$ cat config.mk
export PLATFORM = sky130hd
export DESIGN_NAME = fetch
export DESIGN_NICKNAME = d
export VERILOG_FILES = /design/src/source/cpu_pkg.sv /design/src/source/fetch.sv
export SDC_FILE = /design/constraint.sdc
export NUM_CORES = 1
export LEC_CHECK = 0
export ABC_AREA = 1
export BUFFER_PORTS_ARGS = -buffer_cell sky130_fd_sc_hd__buf_2
export CAP_MARGIN = 20
export CORE_ASPECT_RATIO = 2
export CORE_MARGIN = 8
export CORE_UTILIZATION = 53
export DETAILED_ROUTE_END_ITERATION = 8
export MAX_ROUTING_LAYER = met4
export PLACE_DENSITY = 0.77
export SLEW_MARGIN = 0
export SYNTH_ARGS = -nofsm -noshare
export SYNTH_HDL_FRONTEND = slang
export SYNTH_SLANG_ARGS = --single-unit
$ cat constraint.sdc
create_clock -name clk -period 3.2 [get_ports clk]
set_clock_uncertainty 0.2 [all_clocks]
set_input_delay 0.48 -clock clk [delete_from_list [all_inputs] [get_ports clk]]
set_output_delay 0.48 -clock clk [all_outputs]
set_load 0.03 [all_outputs]
$ cat src/source/cpu_pkg.sv
// Shared widths, instruction encoding and stage structs; imported by every pipeline module
package cpu_pkg;

    localparam int NUM_REGS = 64;

    typedef logic [63:0] word_t;
    typedef logic [63:0] addr_t;
    typedef logic [31:0] inst_t;
    typedef logic [5:0]  reg_num_t;
    typedef logic [2:0]  unit_t;
    typedef logic [1:0]  alu_op_t;

    // Execution units; any other code decodes to a nop
    localparam unit_t UNIT_NOP = 3'd0;
    localparam unit_t UNIT_ALU = 3'd1;

    localparam alu_op_t OP_ADD = 2'd0;
    localparam alu_op_t OP_SUB = 2'd1;
    localparam alu_op_t OP_AND = 2'd2;
    localparam alu_op_t OP_XOR = 2'd3;

    // Bit positions of the 32-bit instruction fields
    localparam int IMM_FLAG_BIT = 31;
    localparam int UNIT_HI      = 30;
    localparam int UNIT_LO      = 28;
    localparam int OP_HI        = 27;
    localparam int OP_LO        = 26;
    localparam int RD_HI        = 25;
    localparam int RD_LO        = 20;
    localparam int RS1_HI       = 19;
    localparam int RS1_LO       = 14;
    localparam int RS2_HI       = 13;
    localparam int RS2_LO       = 8;
    localparam int IMM_HI       = 13;
    localparam int IMM_LO       = 0;

    // One decoded instruction as it leaves decode
    typedef struct packed {
        logic     imm_flag;
        unit_t    unit;
        alu_op_t  op;
        reg_num_t rd;
        reg_num_t rs1;
        reg_num_t rs2;
        word_t    imm;
    } decoded_t;

    // Destination register and value from an ALU or commit
    typedef struct packed {
        reg_num_t rn;
        word_t    data;
    } result_t;

endpackage

$ cat src/source/fetch.sv
// Instruction fetch: requests 64-bit words from instruction memory and presents 32-bit halves
module fetch
    import cpu_pkg::*;
#(
    parameter addr_t RESET_PC = '0
) (
    input  logic  clk,
    input  logic  rst_n,
    output addr_t imem_addr,
    output logic  imem_addr_valid,
    input  word_t imem_data,
    input  logic  imem_data_valid,
    output inst_t inst,
    output logic  inst_valid,
    input  logic  advance
);

    typedef enum logic [1:0] {
        REQUEST,
        WAIT_DATA,
        LOW_HALF,
        HIGH_HALF
    } fetch_state_t;

    fetch_state_t state;
    addr_t        pc;
    word_t        word_q;

    always_ff @(posedge clk or negedge rst_n) begin
        if (!rst_n) begin
            state <= REQUEST;
            pc    <= RESET_PC;
        end else begin
            case (state)
                // Idle cycle keeps the request line low between words
                REQUEST: begin
                    state <= WAIT_DATA;
                end
                WAIT_DATA: begin
                    if (imem_data_valid) begin
                        state <= LOW_HALF;
                    end
                end
                LOW_HALF: begin
                    if (advance) begin
                        state <= HIGH_HALF;
                    end
                end
                HIGH_HALF: begin
                    if (advance) begin
                        state <= REQUEST;
                        pc    <= pc + addr_t'(8);
                    end
                end
                default: begin
                    state <= REQUEST;
                end
            endcase
        end
    end

    // Word captured on the data strobe
    always_ff @(posedge clk) begin
        if (state == WAIT_DATA && imem_data_valid) begin
            word_q <= imem_data;
        end
    end

    assign imem_addr       = pc;
    assign imem_addr_valid = (state == WAIT_DATA);

    // Low half goes out first
    assign inst_valid = (state == LOW_HALF) || (state == HIGH_HALF);
    assign inst       = (state == HIGH_HALF) ? word_q[63:32] : word_q[31:0];

endmodule

== Word-level counts from Yosys, hierarchy flattened ==
Cells that the tools add are included.

* Add/subtract/negate cells: 1
* Equal/unequal tests: 6
* Muxes and demuxes: 5
* Reduce and logical (&&, ||, !) cells: 5

{| class="wikitable"
|+ Operator list
! operator !! number
|-
| $add A64 B4 Y64 const B || 1
|-
| $mux W32 || 1
|-
| $pmux W2 S4 || 1
|-
| $mux W2 || 3
|-
| $eq A2 B2 Y1 const B || 2
|-
| $ne A2 B2 Y1 const B || 2
|-
| $reduce_and A3 Y1 || 1
|-
| $eq A2 B1 Y1 const B || 1
|-
| $logic_not A2 Y1 || 1
|-
| $ne A2 B1 Y1 const B || 1
|-
| $reduce_and A2 Y1 || 1
|-
| $logic_and A1 B1 Y1 || 1
|-
| $logic_or A1 B1 Y1 || 1
|}

* Register bits after elaboration: 130
* Word-level logic and storage cells: 20

== Logic depth before layout (Yosys ltp) ==
* Word-level depth: 3
* Gate-level depth with buffers: 12
* Mapped depth without buffers: 11

== Worst setup path before layout ==
No wires, ideal clock.

* Path kind: reg-to-reg
* Start: register state[1]
* End: register word_q[0] (enable)
* Arrival: 2.169 ns
* Slack: 0.413 ns
* Cell stages (with the launch flop): 5
* Buffers on the path: 0
* Clock period less this slack: 2.787 ns
* Cells stage by stage: dfrtp_1 > inv_1 > ha_1 > nand2_1 > inv_1

* Word-level cells in the longest chain between the ends: 2

{| class="wikitable"
|+ RTL lines
! element !! RTL line !! RTL
|-
| start, declared || fetch.sv:25 || <nowiki>fetch_state_t state;</nowiki>
|-
| start signal, assigned || fetch.sv:31 || <nowiki>state <= REQUEST;</nowiki>
|-
| start signal, assigned || fetch.sv:37 || <nowiki>state <= WAIT_DATA;</nowiki>
|-
| start signal, assigned || fetch.sv:41 || <nowiki>state <= LOW_HALF;</nowiki>
|-
| $eq A2 B1 Y1 || n/a ||
|-
| net imem_addr_valid || fetch.sv:10 || <nowiki>output logic imem_addr_valid,</nowiki>
|-
| $logic_and A1 B1 Y1 || fetch.sv:64 || <nowiki>if (state == WAIT_DATA && imem_data_valid) begin</nowiki>
|-
| end signal, assigned || fetch.sv:65 || <nowiki>word_q <= imem_data;</nowiki>
|-
| end, declared || fetch.sv:27 || <nowiki>word_t word_q;</nowiki>
|}

The timed path passes the listed nets, and every way through them passes these cells.
A chain may end at the register's enable or synchronous reset.

== Final worst setup path ==
* Start: register state[0]
* End: output inst[30]

* Word-level cells in the longest chain between the ends: 2

{| class="wikitable"
|+ RTL lines
! element !! RTL line !! RTL
|-
| $eq A2 B2 Y1 || fetch.sv:74 || <nowiki>assign inst = (state == HIGH_HALF) ? word_q[63:32] : word_q[31:0];</nowiki>
|-
| $mux W32 || fetch.sv:74 ||
|-
| end, declared || fetch.sv:13 || <nowiki>output inst_t inst,</nowiki>
|}

No other way between the ends.

==> reports/qor.csv <==
metric;value;unit
synth_top_area_share;31.1;%
rrSetupSlack;1.10;ns
max_stage_delay;0.39;ns
ys_top_cells_by_count;nand2_1, nor2_1, edfxtp_1;
synth_edf_count;64;
drive_gt1_share;35.8;%
clk_latency;0.42;ns
max_cap_viol_count;0;
synthTopCellsByArea;edfxtp_1, dfrtp_1, nand2_1;
crit_path_max_fanout;30;
antenna_found_initial;0;
drt-vias-per-instance;5.06;
cts_sinks;127;
synth_most_common_cell;nand2_1;
period_needed;2.69;ns
synth-seq-cells;127;
power_density;670;nW/µm²
grt_max_degree;51;
leakage;0.00360;µW
overflow;0;
crit_slowest_cell;mux2_2;
fin_nets;844;
finalSetupViolCount;0;
grt_usage;20.5;%
drt_wl_total;15000;µm
clockRootBuffer;clkbuf_16;
pwr-share-seq;38.9;%
ys.flop_type;edfxtp_1;
core-area;11600;µm²
grt_pass1_wl;24200;µm
drtAntennaViolNets;0;
holdPathStages;1;
cts-buffers-inserted;17;
placed_area;7170;µm²
synth.avg_cell_area;10.4;µm²
start_util;53.5;%
async_flop_share;49.6;%
min_period_over_period;84.1;%
synthToLayoutAreaGrowth;25.2;%
io_buffers;162;
htree_levels;4;
path_cells;ha_2 > buf_4 > mux2_2 > buf_2;
first_global_vias;4825;
cts_resized;0;
drcViolationCount;0;
yosysSeqAreaShare;56.6;%
design_area;7740;µm²
power_frac_clock;35.0;%
synth_warnings;0;
synth_area;6190;µm²
drtIter0Drc;255;
die_h;169;µm
post-cts-setup-buffers;0;
hold_class;in -> reg;
synthCells;592;
tritoncts;done;
final_hold_viol_count;0;
reg2reg_depth;10;
dieArea;15600;µm²
max_freq;371;MHz
cp.arrival;2.01;ns
clkTransAtPathRegs;0.06;ns
firstDrtPassIters;4;
whs;0.0332;ns
setup_tns;0;ns
via_count;4697;
worst_pin_slew;0.558;ns
internal_power;3410;µW
avgRoutedWirePerCell;16.2;µm
relSlewSlack;62.8;%
combPwrFrac;26.1;%
slew_viol_final;0;
yosysUniqueCellTypes;33;
path_class;reg -> out;
start_kind;flop;
switching_share;34.2;%
num-fill-cells;914;
switchingPower;1770;µW
rsz0062_at_grt;no;
detailed_place_hpwl;11800;µm
chipWidth;92.4;µm
rows;56;
yosysTopAreaCell;edfxtp_1;
io_pins;166;
gp_congestion;0.931;
crit_required;2.52;ns
ctsLongestPathBuffers;2;
status;finished, final reports clean;
ir_worst_vdd;0.509;mV
critPathCaptureType;primary output;
diodes;0;
## flip-flops by register name (all words and copies together), names as in the netlist
register,count
word_q,64
imem_addr,61
state,2
## through the flow
| stage | setup slack [ns] | power [µW] | util (%) | instances |
|---|---|---|---|---|
| final | 0.507 | 5190 | 67.0 | 929 |
| after floorplan | 0.413 | 3050 | - | 594 |
| after detailed placement | 0.922 | 3420 | 62.0 | 896 |
| after global placement | 0.988 | 3390 | 62.0 | 896 |
| after global routing | 0.420 | 5400 | 67.0 | 929 |
| after CTS | 0.472 | 5250 | 67.0 | 929 |
## cell type report
class                   instances  area, µm²  share of cell area, %
repair buffers                166        856                   11.1
multi-input cells             403       2430                   31.4
inverters                      56        210                   2.71
flip-flops and latches        127       3500                   45.2
clock inverters                15        141                   1.83
well taps                     145        181                   2.34
clock buffers                  17        425                   5.49
## critical path, delay by kind of cell, from the launching register on
family | cells | cell delay [ns]
mux | 1 | 0.39
buf+inv | 2 | 0.55
flops | 1 | 0.38
fa+ha+maj | 1 | 0.27
## path summary, 6_finish.rpt
kind / startpoint / endpoint
worst max-delay path: state[0] / inst[30]
worst min-delay path: imem_data[54] / word_q[54]
worst max register to register: state[0] / imem_addr[51]
worst min register to register: imem_addr[63] / imem_addr[63]
max in group asynchronous: rst_n / imem_addr[51]
min in group asynchronous: rst_n / imem_addr[16]
## power by group through the flow
stage | logic [µW] | registers (µW) | clock network, µW
after global placement | 1340 | 2050 | 0
after global routing | 1450 | 2040 | 1910
after CTS | 1370 | 2020 | 1850
after detailed placement | 1370 | 2050 | 0
final | 1350 | 2020 | 1820
after floorplan | 965 | 2090 | 0
## cell usage in the layout (no fill, tap or decap), types with 2 or more instances in the layout
| master | n |
|---|---|
| nor3_1 | 7 |
| inv_8 | 4 |
| nand3_1 | 27 |
| nor2_1 | 72 |
| buf_2 | 162 |
| nand4_1 | 17 |
| nand2_1 | 137 |
| ha_1 | 4 |
| xnor2_1 | 21 |
| mux2_2 | 32 |
| clkinvlp_4 | 2 |
| nand3b_1 | 8 |
| xor2_1 | 20 |
| edfxtp_1 | 64 |
| clkbuf_16 | 17 |
| nand2_2 | 10 |
| nor2_2 | 8 |
| nor2_4 | 13 |
| clkinv_4 | 2 |
| a21oi_1 | 2 |
| inv_2 | 6 |
| buf_4 | 2 |
| dfrtp_1 | 63 |
| nor2_8 | 4 |
| o21ai_1 | 2 |
| nand3_4 | 2 |
| inv_6 | 5 |
| nand2_4 | 3 |
| conb_1 | 3 |
| inv_1 | 50 |
| nand3_2 | 3 |
| and2_1 | 2 |
## routing by layer
metal | global-route usage, % | vias to the layer above | wire, µm
li1 | - | 2297 | -
met1 | 23.2 | 2214 | 6040
met2 | 33.6 | 151 | 7740
met3 | 4.84 | 35 | 815
met4 | 9.53 | 0 | 426
met5 | - | - | 0
## logic make-up after synthesis
family | after synthesis | synth area share (%)
buf+inv | 64 | 4.31
flops | 127 | 56.6
mux | 32 | 5.83
xor+xnor | 41 | 5.81
simple gates | 317 | 26.0
other cells | 1 | 0.0606
compound gates | 5 | 0.425
fa+ha+maj | 5 | 1.01
## repair_timing
item                       in CTS  in global routing
hold buffers                    1                  0
setup endpoints to repair       0                  0
hold endpoints to repair       19                  0
No activity file was read; power rests on OpenSTA's default activity.
