$ cat src/source/cpu_pkg.sv
// Shared widths, instruction encoding and stage structs; imported by every pipeline module
package cpu_pkg;

    localparam int NUM_REGS = 64;

    typedef logic [63:0] word_t;
    typedef logic [63:0] addr_t;
    typedef logic [31:0] inst_t;
    typedef logic [5:0]  reg_num_t;
    typedef logic [2:0]  unit_t;
    typedef logic [1:0]  alu_op_t;

    // Execution units; any other code decodes to a nop
    localparam unit_t UNIT_NOP = 3'd0;
    localparam unit_t UNIT_ALU = 3'd1;

    localparam alu_op_t OP_ADD = 2'd0;
    localparam alu_op_t OP_SUB = 2'd1;
    localparam alu_op_t OP_AND = 2'd2;
    localparam alu_op_t OP_XOR = 2'd3;

    // Bit positions of the 32-bit instruction fields
    localparam int IMM_FLAG_BIT = 31;
    localparam int UNIT_HI      = 30;
    localparam int UNIT_LO      = 28;
    localparam int OP_HI        = 27;
    localparam int OP_LO        = 26;
    localparam int RD_HI        = 25;
    localparam int RD_LO        = 20;
    localparam int RS1_HI       = 19;
    localparam int RS1_LO       = 14;
    localparam int RS2_HI       = 13;
    localparam int RS2_LO       = 8;
    localparam int IMM_HI       = 13;
    localparam int IMM_LO       = 0;

    // One decoded instruction as it leaves decode
    typedef struct packed {
        logic     imm_flag;
        unit_t    unit;
        alu_op_t  op;
        reg_num_t rd;
        reg_num_t rs1;
        reg_num_t rs2;
        word_t    imm;
    } decoded_t;

    // Destination register and value from an ALU or commit
    typedef struct packed {
        reg_num_t rn;
        word_t    data;
    } result_t;

endpackage

$ cat src/source/schedule.sv
// Scheduler: scoreboard of pending destinations, hazard stall and issue to a free ALU
module schedule
    import cpu_pkg::*;
(
    input  logic     clk,
    input  logic     rst_n,
    input  decoded_t dec,
    input  logic     dec_valid,
    output logic     stall,
    input  reg_num_t wb_rn,
    input  logic     alu1_busy,
    input  logic     alu2_busy,
    output logic     alu1_en,
    output logic     alu2_en,
    output decoded_t issue
);

    logic [NUM_REGS-1:0] pending;
    logic [NUM_REGS-1:0] pending_now;
    logic [NUM_REGS-1:0] clear_mask;
    logic [NUM_REGS-1:0] set_mask;
    logic                is_alu;
    logic                hazard;
    logic                both_busy;
    logic                alu_issue;

    // Writeback frees its register in the same cycle
    always_comb begin
        clear_mask = '0;
        if (wb_rn != '0) begin
            clear_mask[wb_rn] = 1'b1;
        end
    end

    assign pending_now = pending & ~clear_mask;

    assign is_alu = (dec.unit == UNIT_ALU);

    // rs2 only matters for the register form
    always_comb begin
        hazard = pending_now[dec.rs1] || pending_now[dec.rd] ||
                 (!dec.imm_flag && pending_now[dec.rs2]);
    end

    assign both_busy = alu1_busy && alu2_busy;
    assign alu_issue = dec_valid && is_alu && !hazard && !both_busy;

    // alu1 preferred when free
    assign alu1_en = alu_issue && !alu1_busy;
    assign alu2_en = alu_issue && alu1_busy;

    // Nops never stall and retire here
    assign stall = dec_valid && is_alu && (hazard || both_busy);

    // The decode register already holds the issued instruction
    assign issue = dec;

    always_comb begin
        set_mask = '0;
        if (alu_issue && dec.rd != '0) begin
            set_mask[dec.rd] = 1'b1;
        end
    end

    // Set wins over clear: a WAW issue only happens once the old write lands
    always_ff @(posedge clk or negedge rst_n) begin
        if (!rst_n) begin
            pending <= '0;
        end else begin
            pending <= pending_now | set_mask;
        end
    end

endmodule

$ cat config.mk
export PLATFORM = sky130hd
export DESIGN_NAME = schedule
export DESIGN_NICKNAME = d
export VERILOG_FILES = /design/src/source/cpu_pkg.sv /design/src/source/schedule.sv
export SDC_FILE = /design/constraint.sdc
export NUM_CORES = 1
export LEC_CHECK = 0
export BUFFER_PORTS_ARGS = -buffer_cell sky130_fd_sc_hd__buf_2
export CORE_MARGIN = 2
export CORE_UTILIZATION = 47
export DETAILED_ROUTE_END_ITERATION = 12
export PLACE_DENSITY = 0.78
export SYNTH_ARGS = -nofsm -noshare
export SYNTH_HDL_FRONTEND = slang
export SYNTH_SLANG_ARGS = --single-unit
$ cat constraint.sdc
create_clock -name clk -period 3.6 [get_ports clk]
set_input_delay 0.36 -clock clk [delete_from_list [all_inputs] [get_ports clk]]
set_output_delay 0.36 -clock clk [all_outputs]
set_load 0.01 [all_outputs]
Word level (Yosys, flattened, before mapping). Index checks and enable logic that the tools add are counted.

Input port bits: 99. Register bits after elaboration: 64. Word-level logic and storage cells: 43.

Mux-type cells: 12. Bitwise operators: 3. Reduce and logical (&&, ||, !) cells: 20. Eq/ne operators: 1. Order comparisons: 6.

Operators with widths (count): two-way mux 64 bit (2); AND 64 bit (1); inverter 64 bit (1); bitwise OR 64 bit (1); less-than comparator 6 x 7 -> 1 bit, second input constant (4); binary-select mux 1 bit (select 6 bit) (3); demux 1 bit (select 6 bit) (2); greater-or-equal comparator 6 x 1 -> 1 bit, second input constant (2); nonzero test 6 bit (2); logical AND 1 bit (11); two-way mux 1 bit (5); zero test 1 bit (4); equality test 3 x 1 -> 1 bit, second input constant (1); logical OR 1 bit (3).

Logic depth before layout (Yosys ltp).
Word-level depth: 17. Depth in mapped cells: 12. Depth with buffers taken out: 8.

Worst setup path before layout. OpenSTA, ideal clock, no wires.

Path kind: input to output. Start point: input port wb_rn[1]. End point: output port alu1_en. Path slack: -0.353 ns. Buffers on the path: 1. Arrival: 3.593 ns. Cell stages on the path: 9. Cell sequence: or4b_4 -> o21ai_1 -> o22ai_1 -> or4_1 -> a221o_1 -> or4_1 -> or4_4 -> buf_6 -> nor4_1.

Word-level cells in the longest chain between the ends: 15.

RTL lines: start, declared (line schedule.sv:10) `input reg_num_t wb_rn,`; less-than comparator 6 x 7 -> 1 bit (implied by the code) or greater-or-equal comparator 6 x 1 -> 1 bit (tied branches) (line schedule.sv:31) `clear_mask[wb_rn] = 1'b1;`; logical AND 1 bit (implied by the code) (line schedule.sv:31); two-way mux 1 bit (implied by the code) (line schedule.sv:31); demux 1 bit (select 6 bit) (line schedule.sv:31); two-way mux 64 bit * (line schedule.sv:30) `if (wb_rn != '0) begin`; inverter 64 bit * (line schedule.sv:35) `assign pending_now = pending & ~clear_mask;`; AND 64 bit * (line schedule.sv:35); binary-select mux 1 bit (select 6 bit), on equally long branches (line schedule.sv:41, schedule.sv:42); two-way mux 1 bit, on equally long branches (line schedule.sv:41, schedule.sv:42); logical OR 1 bit or logical AND 1 bit (tied branches) (line schedule.sv:41, schedule.sv:42); logical OR 1 bit * (line schedule.sv:41) `hazard = pending_now[dec.rs1] || pending_now[dec.rd] ||`; zero test 1 bit * (line schedule.sv:46) `assign alu_issue = dec_valid && is_alu && !hazard && !both_busy;`; logical AND 1 bit * (2 in a row) (line schedule.sv:46); logical AND 1 bit * (line schedule.sv:49) `assign alu1_en = alu_issue && !alu1_busy;`; end, declared (line schedule.sv:13) `output logic alu1_en,`.

Mark *: on every way between the ends. The rest lies on a longest branch, timed or not. The select of a mux whose other input is x is not followed.

Final worst setup path.
Start point: input port wb_rn[3]. End point: output port stall.

Word-level cells in the longest chain between the ends: 13.

RTL lines: less-than comparator 6 x 7 -> 1 bit (implied by the code) or greater-or-equal comparator 6 x 1 -> 1 bit (tied branches) (line schedule.sv:31); logical AND 1 bit (implied by the code) (line schedule.sv:31); two-way mux 1 bit (implied by the code) (line schedule.sv:31); demux 1 bit (select 6 bit) (line schedule.sv:31); two-way mux 64 bit * (line schedule.sv:30); inverter 64 bit * (line schedule.sv:35); AND 64 bit * (line schedule.sv:35); binary-select mux 1 bit (select 6 bit), on equally long branches (line schedule.sv:41, schedule.sv:42); two-way mux 1 bit, on equally long branches (line schedule.sv:41, schedule.sv:42); logical OR 1 bit or logical AND 1 bit (tied branches) (line schedule.sv:41, schedule.sv:42); logical OR 1 bit * (line schedule.sv:41); logical OR 1 bit * (line schedule.sv:53) `assign stall = dec_valid && is_alu && (hazard || both_busy);`; logical AND 1 bit * (line schedule.sv:53); end, declared (line schedule.sv:9) `output logic stall,`.

Marked as above.

==> summary.txt <==
Status
  – Status: finished, violations left
  – Failing checks: setup timing

Routing
  – Post-DRT Antenna Nets: 0
  – Drt pass-1 iters: 6
  – Via count: 6901
  – DR vias/cell: 7.11
  – WL final: 28.1 mm
  – Detailed Route Iter0 Violations: 1101
  – DRC Markers: 0
  – Routed len/inst: 28.9 um

Final layout
  – Top reg by flops: pending
  – Final cell count without fillers: 971
  – N_diodes: 0
  – Fin util: 60.1%
  – Nets: 918
  – Top Registers: pending: 64 flops
  – Synthesis-to-layout area growth: 26.4%
  – Fraction of layout cells with a size suffix above 1: 35.8%
  – Largest register FFs: 64

Power and ir drop
  – Pwr dens: 319 mW/mm2
  – Clock share of power: 43.8%
  – Psw: 724 uW
  – Static Leak: 2.90 nW
  – Sw Share: 31.7%
  – Comb power frac: 23.8%
  – Cell internal pwr: 1.56 mW
  – Worst vdd ir: 0.227 mV
  – Flop pwr share: 32.4%

STA
  – Final worst-path cycle share: 106%
  – FMAX: 261 MHz
  – RSZ-0062 raised after global routing: true
  – Final Setup Violations: 3
  – Final Max Tran Viols: 0
  – Relative slew slack: 25.3%
  – Final Skew: 0.00910 ns
  – Final WS setup: -0.231 ns
  – Fin crit period: 3.83 ns
  – Measured slew at the worst slew-check pin: 1.12 ns
  – Total Neg Setup Slack: -0.658 ns
  – Fin. Hold Viols: 0

CTS
  – CTS Buf Count: 9
  – Clk sinks: 64
  – H-tree Lvls: 3
  – Clk slew on worst S/H paths: 0.06 ns
  – Hold buffer count at cts: 0
  – CTS tree: yes
  – Root Buffer: clkbuf_16
  – Worst-Skew Late Latency: 0.35 ns
  – Deepest clock path buffer count: 2

Critical path
  – CP arrival: 3.47 ns
  – Worst-path maximum fanout: 5
  – Startpoint types: input port
  – Critical path's slowest cell: or4_4
  – Worst Path Buf+Inv: 3
  – CP Depth: 11
  – Internal reg-to-reg setup slack: 0.43 ns
  – Required time worst endpoint: 3.24 ns
  – Delay-heaviest family, CP: simple AND/OR/NAND/NOR gates
  – CP endpoint: stall
  – Reg-to-reg critical path endpoint: pending[56]$_DFF_PN0_
  – CP endpoint kind: output port
  – Max incr delay on CP: 0.61 ns
  – Worst Reg2Reg Path Length in Cells: 9
  – CP Cell Sequence: buf_8 -> or4b_4 -> buf_4 -> o211ai_1 -> o2111ai_1 -> o31a_1 -> a221o_1 -> or4_1 -> or4_4 -> o21ba_4 -> buf_6
  – Crit. Startpoint: wb_rn[3]
  – CP Class: input port to output port
  – FF-to-FF Start: pending[23]$_DFF_PN0_

Yosys
  – Syn_area_per_cell: 7.97 um2
  – Area share of the largest cell type after synthesis: 28.3%
  – Syn_nets: 810
  – Ys async rst share: 100%
  – Synth Cell Area: 0.00566 mm2
  – Register bit total from synthesis: 64
  – Post-synth EDFFs: 0
  – Yosys warnings: 0
  – Synth cell types: 69
  – Seq/Total Area, Yosys: 28.3%
  – Post-synthesis cell count: 711
  – Yosys top cell by area: dfrtp_1
  – Leading post-synthesis cells by cell area: dfrtp_1, buf_4, o21ai_1
  – Most used DFF post-synth: dfrtp_1

GRT
  – Vias in the first global route: 6518
  – Initial antenna violation count: 0
  – Gr usage total: 43.5%
  – Largest net degree at the start of global routing: 64
  – GR Layer Usage met3: 13.7%
  – GR Layer Usage met2: 63.2%
  – First-pass GRT wire length: 41.3 mm
  – Layer carrying the most global-route usage: met2
  – Met1 GRT Util: 58.2%
  – Overflow after GRT: 0

Placement
  – Dpl cells: 948
  – Post-DP HPWL: 21.2 mm
  – Number of port buffers: 57
  – Gp weighted congestion: 1.04

Floorplanning
  – Die ar.: 0.0129 mm2
  – Die width: 114 um
  – Row cnt: 40
  – Initial Utilization: 47.6%
  – Top-Level Pins: 190
  – Die Y-Extent: 114 um
  – Core box area: 0.0119 mm2

Min path
  – Hold Crit Class: input port to async pin

Run
  – Max-Cap Viols: 0
==> repair_timing <==
item | in CTS | in global routing
pin swaps | 8 | 6
setup buffers | 7 | 0
resized for setup | 13 | 11
endpoints found under the setup margin | 3 | 51
==> cells in the final DEF (no fill, tap or decap), drive strengths merged, types with 10 or more instances in the layout <==
cell type and count:
buf 244, o21ai 133, dfrtp 64, nand4 51, nor2 38, nand3 30
nor3 28, o211ai 21, nand2 20, o22ai 18, mux2i 10, clkbuf 10
==> routing by layer <==
layer	share of wire (%)	wire (um)
met1	37	10400
met5	0	0
met4	5.9	1670
met2	42	11800
met3	15	4220
==> through the flow <==
stage                     hold slack, ns  area, um2  power, mW  setup WS [ns]
after floorplan                   0.0644       5710       1.08         -0.154
after global placement             0.430       6680       1.25         -0.339
after detailed placement           0.430       6680       1.26         -0.373
after CTS                          0.242       7110       2.26         -0.193
after global routing               0.266       7160       2.34         -0.282
final                              0.201       7160       2.28         -0.231
==> cell families after synthesis <==
family	after synthesis	share of synthesized area (%)
AOI/OAI and AO/OA	241	26.6
buffers and inverters	158	17.0
DFF	64	28.3
muxes	21	5.15
and+or+nand+nor	227	23.0
==> how the worst min path moves through the flow <==
stage | end | depth (start not counted) | startpoint
2_1_floorplan | pending[0]$_DFF_PN0_ | 0 | rst_n
3_5_place_dp | pending[0]$_DFF_PN0_ | 0 | pending[0]$_DFF_PN0_
5_1_grt | pending[25]$_DFF_PN0_ | 1 | rst_n
6_report | pending[25]$_DFF_PN0_ | 1 | rst_n
3_3_place_gp | pending[0]$_DFF_PN0_ | 0 | pending[0]$_DFF_PN0_
4_1_cts | pending[25]$_DFF_PN0_ | 1 | rst_n
==> power groups by stage <==
stage	sequential [mW]	combinational, mW	clock (mW)
2_1_floorplan	0.751	0.332	0
3_3_place_gp	0.753	0.502	0
3_5_place_dp	0.753	0.506	0
4_1_cts	0.740	0.518	1.00
5_1_grt	0.741	0.563	1.03
6_report	0.741	0.544	1.00
==> final cells by class <==
cell class / instances / area, um2
Clock buffer: 10 / 239
Clock inverter: 6 / 91.3
Fill cell: 1088 / 4750
Inverter: 11 / 41.3
Multi-Input combinational cell: 489 / 3220
Sequential cell: 64 / 1600
Tap cell: 147 / 184
Timing Repair Buffer: 244 / 1780
==> cells in the mapped netlist (3+ instances only) <==
library cell  instances
mux2_2                5
clkbuf_1             48
buf_2                 3
nand3_1              30
nand2b_1              4
inv_1                 8
o21ai_0              52
nand2_1              20
mux4_2                6
o22ai_1              18
a22oi_1               7
mux2i_1              10
nand4_1              51
o221ai_1              5
or2_2                 3
nor3b_1               5
o2111ai_1             9
buf_1                 3
nand3b_1              3
a211oi_1              3
clkinv_1              3
buf_4                88
a21oi_1               7
nor2b_1               3
nor4_1                8
dfrtp_1              64
a221oi_1              5
a311oi_1              3
o211ai_1             21
nand4bb_1             7
nand4b_1              4
o31ai_1               4
buf_6                 5
nor2_1               38
and3_1                3
o21ai_1              80
or3_1                 6
nor3_1               28
Power figures use the tool's default switching activity.
