$ cat config.mk
export PLATFORM = sky130hd
export DESIGN_NAME = decode
export DESIGN_NICKNAME = d
export VERILOG_FILES = /design/src/source/cpu_pkg.sv /design/src/source/decode.sv
export SDC_FILE = /design/constraint.sdc
export NUM_CORES = 1
export LEC_CHECK = 0
export ABC_AREA = 0
export BUFFER_PORTS_ARGS = -buffer_cell sky130_fd_sc_hd__buf_4
export CORE_UTILIZATION = 37
export CTS_BUF_LIST = sky130_fd_sc_hd__clkbuf_8
export DETAILED_ROUTE_END_ITERATION = 10
export GPL_TIMING_DRIVEN = 0
export PLACE_DENSITY = 0.84
export SKIP_CTS_REPAIR_TIMING = 1
export SLEW_MARGIN = 20
export SYNTH_ARGS = -nofsm -noshare
export SYNTH_HDL_FRONTEND = slang
export SYNTH_SLANG_ARGS = --single-unit
export TNS_END_PERCENT = 30
$ cat constraint.sdc
create_clock -name clk -period 0.8 [get_ports clk]
set_input_delay 0.16 -clock clk [delete_from_list [all_inputs] [get_ports clk]]
set_output_delay 0.16 -clock clk [all_outputs]
set_load 0.02 [all_outputs]
$ cat src/source/cpu_pkg.sv
// Shared widths, instruction encoding and stage structs; imported by every pipeline module
package cpu_pkg;

    localparam int NUM_REGS = 64;

    typedef logic [63:0] word_t;
    typedef logic [63:0] addr_t;
    typedef logic [31:0] inst_t;
    typedef logic [5:0]  reg_num_t;
    typedef logic [2:0]  unit_t;
    typedef logic [1:0]  alu_op_t;

    // Execution units; any other code decodes to a nop
    localparam unit_t UNIT_NOP = 3'd0;
    localparam unit_t UNIT_ALU = 3'd1;

    localparam alu_op_t OP_ADD = 2'd0;
    localparam alu_op_t OP_SUB = 2'd1;
    localparam alu_op_t OP_AND = 2'd2;
    localparam alu_op_t OP_XOR = 2'd3;

    // Bit positions of the 32-bit instruction fields
    localparam int IMM_FLAG_BIT = 31;
    localparam int UNIT_HI      = 30;
    localparam int UNIT_LO      = 28;
    localparam int OP_HI        = 27;
    localparam int OP_LO        = 26;
    localparam int RD_HI        = 25;
    localparam int RD_LO        = 20;
    localparam int RS1_HI       = 19;
    localparam int RS1_LO       = 14;
    localparam int RS2_HI       = 13;
    localparam int RS2_LO       = 8;
    localparam int IMM_HI       = 13;
    localparam int IMM_LO       = 0;

    // One decoded instruction as it leaves decode
    typedef struct packed {
        logic     imm_flag;
        unit_t    unit;
        alu_op_t  op;
        reg_num_t rd;
        reg_num_t rs1;
        reg_num_t rs2;
        word_t    imm;
    } decoded_t;

    // Destination register and value from an ALU or commit
    typedef struct packed {
        reg_num_t rn;
        word_t    data;
    } result_t;

endpackage

$ cat src/source/decode.sv
// Decode stage: holds one instruction and splits it into fields for the scheduler and regfile
module decode
    import cpu_pkg::*;
(
    input  logic     clk,
    input  logic     rst_n,
    input  inst_t    inst,
    input  logic     inst_valid,
    output logic     advance,
    input  logic     stall,
    output decoded_t dec,
    output logic     dec_valid
);

    inst_t inst_q;
    unit_t unit_raw;

    // Take a new instruction only when the scheduler is not holding us
    assign advance = inst_valid && !stall;

    always_ff @(posedge clk or negedge rst_n) begin
        if (!rst_n) begin
            dec_valid <= 1'b0;
        end else if (!stall) begin
            dec_valid <= inst_valid;
        end
    end

    always_ff @(posedge clk) begin
        if (advance) begin
            inst_q <= inst;
        end
    end

    assign unit_raw = inst_q[UNIT_HI:UNIT_LO];

    always_comb begin
        dec.imm_flag = inst_q[IMM_FLAG_BIT];
        // Only the ALU exists, everything else retires as a nop
        dec.unit     = (unit_raw == UNIT_ALU) ? UNIT_ALU : UNIT_NOP;
        dec.op       = inst_q[OP_HI:OP_LO];
        dec.rd       = inst_q[RD_HI:RD_LO];
        dec.rs1      = inst_q[RS1_HI:RS1_LO];
        dec.rs2      = inst_q[RS2_HI:RS2_LO];
        // Immediate is zero extended
        dec.imm      = word_t'(inst_q[IMM_HI:IMM_LO]);
    end

endmodule

======== Word-level counts from Yosys, hierarchy flattened ========
Index checks and enable logic that the tools add are counted.
operators by class
  eq/ne operators ......................... 1
  multiplexer cells ....................... 1
  reductions and logical operators ........ 2
operators by type and width
  kind                  count
  $eq A3 B1 Y1 const B  1
  $logic_and A1 B1 Y1   1
  $logic_not A1 Y1      1
  $mux W1               1
storage, ports and cells
  output and inout bits ................... 90
  input bits .............................. 36
  logic and storage cells ................. 6
  register bits after elaboration ......... 33

======== Depth between registers and ports, before layout ========
Gate-level depths: netlist of the first run.
  depth after elaboration ................. 2
  depth in mapped cells ................... 1
  depth with buffers taken out ............ 1

======== Least setup slack after synthesis of the first run ========
No wires, ideal clock.
  kind .................................... input port to flip-flop
  start ................................... input stall
  end ..................................... register inst_q[0], enable pin
  data required time ...................... 0.423 ns
  buffers on the path ..................... 0
  cell stages on the path ................. 1
  slack ................................... -0.350 ns
  library setup time ...................... 0.377 ns
  arrival time ............................ 0.773 ns
  cells stage by stage .................... and2b_2
on the way
  cells in the longest elaborated chain, start to end .. 2
ends and longest elaborated chain
  item                    RTL line      RTL
  start: declaration      decode.sv:10  input logic stall,
  $logic_not A1 Y1        --
  $logic_and A1 B1 Y1     decode.sv:19  assign advance = inst_valid && !stall;
  end signal: assignment  decode.sv:31  inst_q <= inst;
  end: declaration        decode.sv:15  inst_t inst_q;
Every way passes these cells.
A chain may end at the register's enable or synchronous reset.

==> reports/qor.csv, run 1 <==
stage;metric;value;unit
run_status;status;complete, but fails checks;
run_status;violations;setup timing;
logic_synthesis;ys_warn_count;0;
place;io_buffers;73;
cells_and_area;drive_above_1_share;65.7;%
cells_and_area;finalNetCount;289;
critical_path;critPathLaunchType;flip-flop;
timing;final.setup.worst_slack;-478;ps
global_route;grt_max_degree;34;
pwr;vdd_drop_max;1.52;mV
critical_path;crit_buf_inv;1;
timing;hold_viol_final;0;
routing;first_pass_iters;4;
cells_and_area;area_delta_synth_final;66.0;%
routing;drtAntennaViolNets;0;
global_route;grt_usage;11.1;%
critical_path;critPathRequiredTime;640;ps
flow_run;cap_violations;0;
logic_synthesis;ys_types;7;
min_path;whs_path_depth;1;
logic_synthesis;netlist_top_cells_count;87 x buf_4, 32 x edfxtp_1;
critical_path;cp.arrival;1120;ps
logic_synthesis;synth.area.top_cells;edfxtp_1 57%, buf_4 39%, dfrtp_1 1.5%;
critical_path;r2r.worst_path.cells;1;
clock_network;cts-root-buf;clkbuf_8;
place;hpwl;2180;um
routing;num_vias;1058;
logic_synthesis;synth-seq-cells;33;
timing;fmax;783;MHz
cells_and_area;multiInputGateArea;241;sq um
logic_synthesis;syn_area;0.00167;sq mm
critical_path;cpLargestDelayFamily;flip-flops;
clock_network;cts_buffers;5;
clock_network;cts_tree;built;
critical_path;cp_max_fo;1;
clock_network;cts_sinks;33;
cells_and_area;final-seq-area;986;sq um
global_route;antenna_found_initial;0;
timing;fin_tns_setup;-9940;ps
die;coreArea;0.00435;sq mm
logic_synthesis;synth-edff-count;32;
critical_path;crit_slowest_cell;edfxtp_1;
global_route;grt_pass1_vias;926;
die;rows;24;
logic_synthesis;yosys.area.top_type;edfxtp_1;
pwr;p_leak;1.41;nW
timing;fin_skew;0;ps
clock_network;clock_latency;280;ps
critical_path;r2r-end;dec_valid;
logic_synthesis;synth_most_common_cell;buf_4;
routing;drt-total-wl;3060;um
die;start_util;38.4;%
critical_path;slowest_delay;420;ps
critical_path;rrSetupSlack;40;ps
timing;report.final.slew_viol_count;0;
place;globalplace.congestion;0.653;
logic_synthesis;seq_area_frac_synth;58.9;%
min_path;hold_path.class;in -> reg;
timing;setup_viol;38;
global_route;grt_pass1_wl;4010;um
pwr;power_density;1740;mW/mm^2
die;die_w;69.3;um
clock_network;ctsLongestPathBuffers;2;
routing;wl_per_cell;9.99;um
logic_synthesis;synth_top_area_share;57.4;%
clock_network;path_clk_slew;70;ps
critical_path;cp-end-kind;output port;
min_path;worstHoldEndpoint;inst_q[5];
cells_and_area;fill_cells;350;
critical_path;crit_type;reg -> out;
die;dieArea;0.00480;sq mm
die;die_h;69.3;um
logic_synthesis;async_reset_ff_share;3.03;%
place;post-place-ws;-431;ps
critical_path;rr_startpoint;dec_valid;
routing;drc_errors;0;
die;num_io_pins;126;
logic_synthesis;yosys_most_used_dff;edfxtp_1;
timing;min_period_over_period;160;%
timing;rsz0062_at_grt;yes;
logic_synthesis;syn_inst;124;
clock_network;htreeDepth;2;
logic_synthesis;synth.avg_cell_area;13.5;sq um
timing;period_minus_slack;1280;ps
routing;drt_iter0_drc;22;
min_path;hp-start;inst[5];
global_route;grt_overflow;0;
critical_path;crit_chain;nor3b_2 -> buf_4;
cells_and_area;diodes;0;
routing;viasPerCell;3.46;
metal layers:
| layer | vias to the layer above | global-route usage [%] | share of wire [%] |
|---|---|---|---|
| li1 | 524 | - | - |
| met1 | 443 | 8.03 | 29 |
| met2 | 86 | 19.5 | 52 |
| met3 | 5 | 9.30 | 17 |
| met4 | 0 | 6.12 | 1.6 |
| met5 | - | 0 | 0 |
power breakdown:
group          total [mW]  switching, mW  leakage (nW)  internal, mW
clock                1.51          0.593        0.0518         0.916
combinational        1.23          0.567          1.04         0.665
sequential           2.09         0.0553         0.312          2.03
logic make-up (layout without fill, tap and decap cells):
family | Yosys count | in the layout | synth area share, %
muxes | 1 | 1 | 0.897
DFF | 33 | 33 | 58.9
and+or+nand+nor | 2 | 3 | 0.972
other | 1 | 52 | 0.224
buffers and inverters | 87 | 165 | 39.0
area by class of cell:
cell class | count | area share, %
Sequential cell | 33 | 35.5
Timing Repair Buffer | 77 | 26.0
Buffer | 80 | 23.5
Multi-Input combinational cell | 56 | 8.69
Clock buffer | 5 | 2.48
Tap cell | 52 | 2.34
Clock inverter | 3 | 1.49
placed cells by master, fill, tap and decap left out:
cell type	synthesis	final
conb_1	1	52
dfrtp_1	1	1
clkinvlp_4	0	1
dlygate4sd3_1	0	1
edfxtp_1	32	32
buf_4	87	104
clkinv_1	0	1
nor3b_2	0	1
bufinv_16	0	1
mux2_4	1	1
clkbuf_8	0	5
and2b_4	0	1
buf_6	0	52
and2b_2	1	1
worst max-delay path by stage:
stage | from | endpoint | slack (ps) | depth (start not counted)
after floorplan | stall | inst_q[0] | -220 | 1
after global placement | stall | advance | -430 | 3
after detailed placement | stall | advance | -430 | 3
after CTS | inst_q[30] | dec[84] | -460 | 2
after global routing | inst_q[30] | dec[84] | -510 | 2
final | inst_q[30] | dec[84] | -480 | 2
per-stage QoR:
stage | hold slack, ps | cell area [sq um] | std cells | util (%) | total power, mW
4_1_cts | -369 | 2590 | 308 | 59.6 | 4.72
3_5_place_dp | -63.4 | 2480 | 300 | 57.1 | 3.21
2_1_floorplan | -136 | 1870 | 175 | - | 2.87
6_report | 48.7 | 2780 | 306 | 63.8 | 4.83
5_1_grt | 31.0 | 2780 | 306 | 63.8 | 4.99
3_3_place_gp | -64.7 | 2480 | 300 | 57.1 | 3.19
registers in the layout, indices dropped and copies added (netlist names):
| name | flops |
|---|---|
| dec_valid | 1 |
| inst_q | 32 |
No activity file was read; power rests on OpenSTA's default activity.
==> inputs of run 2 (changes only) <==
Settings changed: GPL_TIMING_DRIVEN 0 to unset, RECOVER_POWER set to 50, TNS_END_PERCENT 30 to unset.
==> reports/qor.csv, run 2 (synthesized netlist as in run 1, its figures left out) <==
stage;metric;value;unit;change
cells_and_area;top_register;inst_q;;
cells_and_area;final_common_cell;conb_1;;
global_route;grt_pass1_vias;695;;-25%
timing;final.setup.worst_slack;-392;ps;+86.4 ps
die;start_util;38.4;%;unchanged
timing;period_minus_slack;1190;ps;-86.4 ps
clock_network;cts_buffers;5;;unchanged
cells_and_area;final_area;0.00216;sq mm;-22%
min_path;hold_path.class;in -> reg;;
timing;fin_skew;0;ps;unchanged
die;coreArea;0.00435;sq mm;unchanged
critical_path;crit_start;inst_q[30];;
routing;met2_length;1190;um;-25%
routing;wl_per_cell;10.6;um;+6.3%
timing;report.final.slew_viol_count;0;;unchanged
die;die_h;69.3;um;unchanged
clock_network;cts_tree;built;;
routing;first_pass_iters;4;;unchanged
timing;hold_viol_final;0;;unchanged
critical_path;critPathLaunchType;flip-flop;;
die;num_io_pins;126;;unchanged
die;die_w;69.3;um;unchanged
routing;drt_iter0_drc;17;;-23%
routing;num_vias;817;;-23%
critical_path;critPathRequiredTime;640;ps;about the same
timing;setup_viol;44;;+16%
cells_and_area;largest_reg_flops;32;;unchanged
die;dieArea;0.00480;sq mm;unchanged
cells_and_area;finalNetCount;213;;-26%
timing;rsz0062_at_grt;yes;;
routing;wl_met3;382;um;-27%
pwr;p_leak;0.987;nW;-30%
die;rows;24;;unchanged
routing;met1_length;816;um;-7.8%
routing;viasPerCell;3.55;;+2.7%
routing;maxUsedRoutingLayer;met4;;
pwr;power.total;4.10;mW;-15%
timing;fin_tns_setup;-6970;ps;+2960 ps
flow_run;cap_violations;0;;unchanged
clock_network;cts_sinks;33;;unchanged
routing;drc_errors;0;;unchanged
critical_path;cp_max_fo;1;;unchanged
run_status;violations;setup timing;;
pwr;vdd_drop_max;1.41;mV;-7.5%
cells_and_area;diodes;0;;unchanged
global_route;grt_usage;9.32;%;-1.8 points
place;placed_area;0.00189;sq mm;-24%
routing;drt-total-wl;2440;um;-20%
pwr;power_density;1890;mW/mm^2;+9.1%
place;io_buffers;73;;unchanged
critical_path;cp-end-kind;output port;;
clock_network;ctsLongestPathBuffers;2;;unchanged
timing;min_period_over_period;149;%;-11 points
min_path;hp-start;inst[29];;
critical_path;cp.arrival;1030;ps;-90 ps
timing;fmax;839;MHz;+7.3%
clock_network;path_clk_slew;60;ps;about the same
global_route;grt_overflow;0;;unchanged
place;hpwl;1840;um;-15%
place;globalplace.congestion;0.714;;+9.4%
cells_and_area;drive_above_1_share;51.1;%;-15 points
clock_network;htreeDepth;2;;unchanged
clock_network;clock_latency;270;ps;about the same
global_route;antenna_found_initial;0;;unchanged
routing;drtAntennaViolNets;0;;unchanged
global_route;grt_pass1_wl;3280;um;-18%
cells_and_area;layout_common_cells;52 x conb_1, 37 x buf_6, 32 x edfxtp_1;;
cells_and_area;area_delta_synth_final;29.1;%;
run_status;status;complete, but fails checks;;
global_route;grt_max_degree;20;;-41%
critical_path;rr_startpoint;dec_valid;;
critical_path;crit_type;reg -> out;;
cells_and_area;reg_top3;inst_q (32), dec_valid (1);;
clock_network;cts-root-buf;clkbuf_8;;
-- run 2: cell count changes in the layout (fill, tap and decap cells not counted), sizes merged --
cell      previous run  this run
clkbuf               5        34
clkinv               1         3
buf                156        52
and2b                2         1
clkinvlp             1         0
bufinv               1         0
-- run 2: through the flow --
step	hold WS, ps	util, %	setup slack, ps	cells
after floorplan	-136	-	-220	175
after global placement	-63.6	43.3	-214	216
after detailed placement	-61.1	43.3	-221	216
after CTS	-358	45.2	-404	224
after global routing	58.7	49.7	-430	230
final	68.6	49.7	-392	230
-- run 2: cell type report --
type | count | area, sq um
clock buffers | 5 | 68.8
repair buffers | 82 | 790
flip-flops and latches | 33 | 987
well taps | 52 | 65.1
clock inverters | 3 | 12.5
multi-input cells | 55 | 239
fillers | 366 | 2190
-- run 2: critical path, stage by stage, from the launching register on --
cell and delay (ps):
edfxtp_1 410, nor3b_4 210, buf_6 140
-- run 2: routing by layer --
layer / global-route usage (%) / vias to the layer above
li1: - / 374
met1: 7.98 / 352
met2: 16.1 / 86
met3: 5.96 / 5
met4: 5.44 / 0
met5: 0 / -
-- run 2: power breakdown --
| group | switching, mW | total (mW) | internal [mW] |
|---|---|---|---|
| combinational | 0.494 | 0.878 | 0.384 |
| clock | 0.540 | 1.12 | 0.584 |
| sequential | 0.0627 | 2.09 | 2.03 |
-- run 2: final timing paths --
check,to,slack [ps],cells after the start
min in group asynchronous,dec_valid,190,2
worst min register to register,dec_valid,550,1
worst max register to register,dec_valid,10,1
worst min-delay path,inst_q[29],70,1
max in group asynchronous,dec_valid,520,2
worst max-delay path,dec[84],-390,2
==> inputs of run 3 (changes only) <==
Settings changed: CORE_MARGIN set to 2.
==> reports/qor.csv, run 3 (synthesized netlist as in run 1, its figures left out) <==
stage;metric;value;unit;change
run_status;status;complete, but fails checks;;
run_status;violations;setup timing;;
clock_network;clock_latency;270;ps;about the same
clock_network;ctsLongestPathBuffers;2;;unchanged
critical_path;critPathRequiredTime;640;ps;about the same
clock_network;htreeDepth;2;;unchanged
clock_network;cts_buffers;5;;unchanged
cells_and_area;largest_reg_flops;32;;unchanged
global_route;grt_pass1_vias;720;;+3.6%
global_route;grt_max_degree;16;;-20%
cells_and_area;final_common_cell;conb_1;;
die;dieArea;0.00508;sq mm;+5.9%
pwr;power_density;1880;mW/mm^2;-1.0%
pwr;power.total;4.12;mW;+0.53%
cells_and_area;finalNetCount;218;;+2.3%
global_route;grt_usage;9.09;%;-0.22 points
timing;rsz0062_at_grt;yes;;
cells_and_area;reg_top3;inst_q (32), dec_valid (1);;
timing;final.setup.worst_slack;-422;ps;-30.2 ps
critical_path;rrSetupSlack;10;ps;about the same
place;placed_area;0.00190;sq mm;+0.80%
place;globalplace.congestion;0.688;;-3.7%
cells_and_area;diodes;0;;unchanged
critical_path;crit_type;reg -> out;;
cells_and_area;utilization;50.4;%;+0.78 points
routing;wl_per_cell;11.2;um;+5.2%
pwr;p_leak;1.01;nW;+2.4%
routing;num_vias;844;;+3.3%
place;hpwl;1960;um;+6.3%
clock_network;cts_tree;built;;
timing;period_minus_slack;1220;ps;+30.2 ps
timing;min_period_over_period;153;%;+3.8 points
place;dp.cells;218;;+0.93%
clock_network;path_clk_slew;60;ps;about the same
routing;drt-total-wl;2630;um;+7.5%
place;post-place-ws;-218;ps;+3.59 ps
routing;viasPerCell;3.59;;+1.1%
cells_and_area;fill_cells;352;;-3.8%
timing;holdWs;63.1;ps;-5.45 ps
die;rows;24;;unchanged
global_route;grt_pass1_wl;3300;um;+0.43%
routing;drt_iter0_drc;12;;-5
die;die_w;71.3;um;+2.9%
clock_network;cts_sinks;33;;unchanged
global_route;grt_overflow;0;;unchanged
timing;hold_viol_final;0;;unchanged
pwr;vdd_drop_max;1.57;mV;+12%
timing;setup_viol;40;;-9.1%
cells_and_area;layout_common_cells;52 x conb_1, 36 x buf_6, 32 x edfxtp_1;;
critical_path;cp_max_fo;1;;unchanged
critical_path;cp.arrival;1060;ps;+30 ps
timing;fin_tns_setup;-6910;ps;+65.1 ps
die;coreArea;0.00435;sq mm;unchanged
routing;first_pass_iters;4;;unchanged
die;start_util;38.4;%;unchanged
routing;drtAntennaViolNets;0;;unchanged
cells_and_area;final_area;0.00220;sq mm;+1.6%
cells_and_area;drive_above_1_share;52.5;%;+1.3 points
critical_path;critPathLaunchType;flip-flop;;
global_route;antenna_found_initial;0;;unchanged
cells_and_area;area_delta_synth_final;31.2;%;
timing;fmax;818;MHz;-2.5%
min_path;hold_path.class;in -> reg;;
cells_and_area;top_register;inst_q;;
timing;fin_skew;0;ps;unchanged
die;die_h;71.3;um;+2.9%
die;num_io_pins;126;;unchanged
routing;drc_errors;0;;unchanged
timing;report.final.slew_viol_count;0;;unchanged
place;io_buffers;73;;unchanged
cells_and_area;instances_no_fill;235;;+2.2%
critical_path;cp-end-kind;output port;;
clock_network;cts-root-buf;clkbuf_8;;
flow_run;cap_violations;0;;unchanged
run 3: cell types whose count changed in the layout (fill, tap and decap cells not counted), sizes merged:
cell    previous run  this run
clkbuf            34        32
buf               52        59
run 3: area by class of cell:
| class | count | area, sq um | area share, % |
|---|---|---|---|
| sequential | 33 | 987 | 45.0 |
| timing repair buffer | 87 | 823 | 37.5 |
| multi-input combinational | 55 | 239 | 10.9 |
| clock buffer | 5 | 68.8 | 3.13 |
| tap | 52 | 65.1 | 2.96 |
| clock inverter | 3 | 12.5 | 0.570 |
run 3: worst paths after layout:
kind | endpoint | cells after the start | startpoint
setup / recovery | dec[84] | 2 | inst_q[30]
hold / removal | inst_q[22] | 1 | inst[22]
setup reg to reg | dec_valid | 1 | dec_valid
hold reg to reg | dec_valid | 1 | dec_valid
max in group asynchronous | dec_valid | 2 | rst_n
min in group asynchronous | dec_valid | 2 | rst_n
run 3: report_power, final:
part           switching [mW]  internal [mW]
Clock                   0.543          0.584
Combinational           0.501          0.396
Sequential             0.0622           2.03
Total                    1.11           3.01
run 3: worst max-delay path, stage by stage, from the launching register on:
cell	delay (ps)
edfxtp_1	420
nor3b_4	230
buf_6	150
run 3: layer usage:
| metal | share of wire (%) | up-vias | track usage (%) |
|---|---|---|---|
| met5 | 0 | - | 0 |
| met4 | 1.9 | 0 | 6.92 |
| met3 | 17 | 4 | 5.34 |
| met2 | 51 | 84 | 14.1 |
| met1 | 30 | 372 | 8.85 |
| li1 | - | 384 | - |
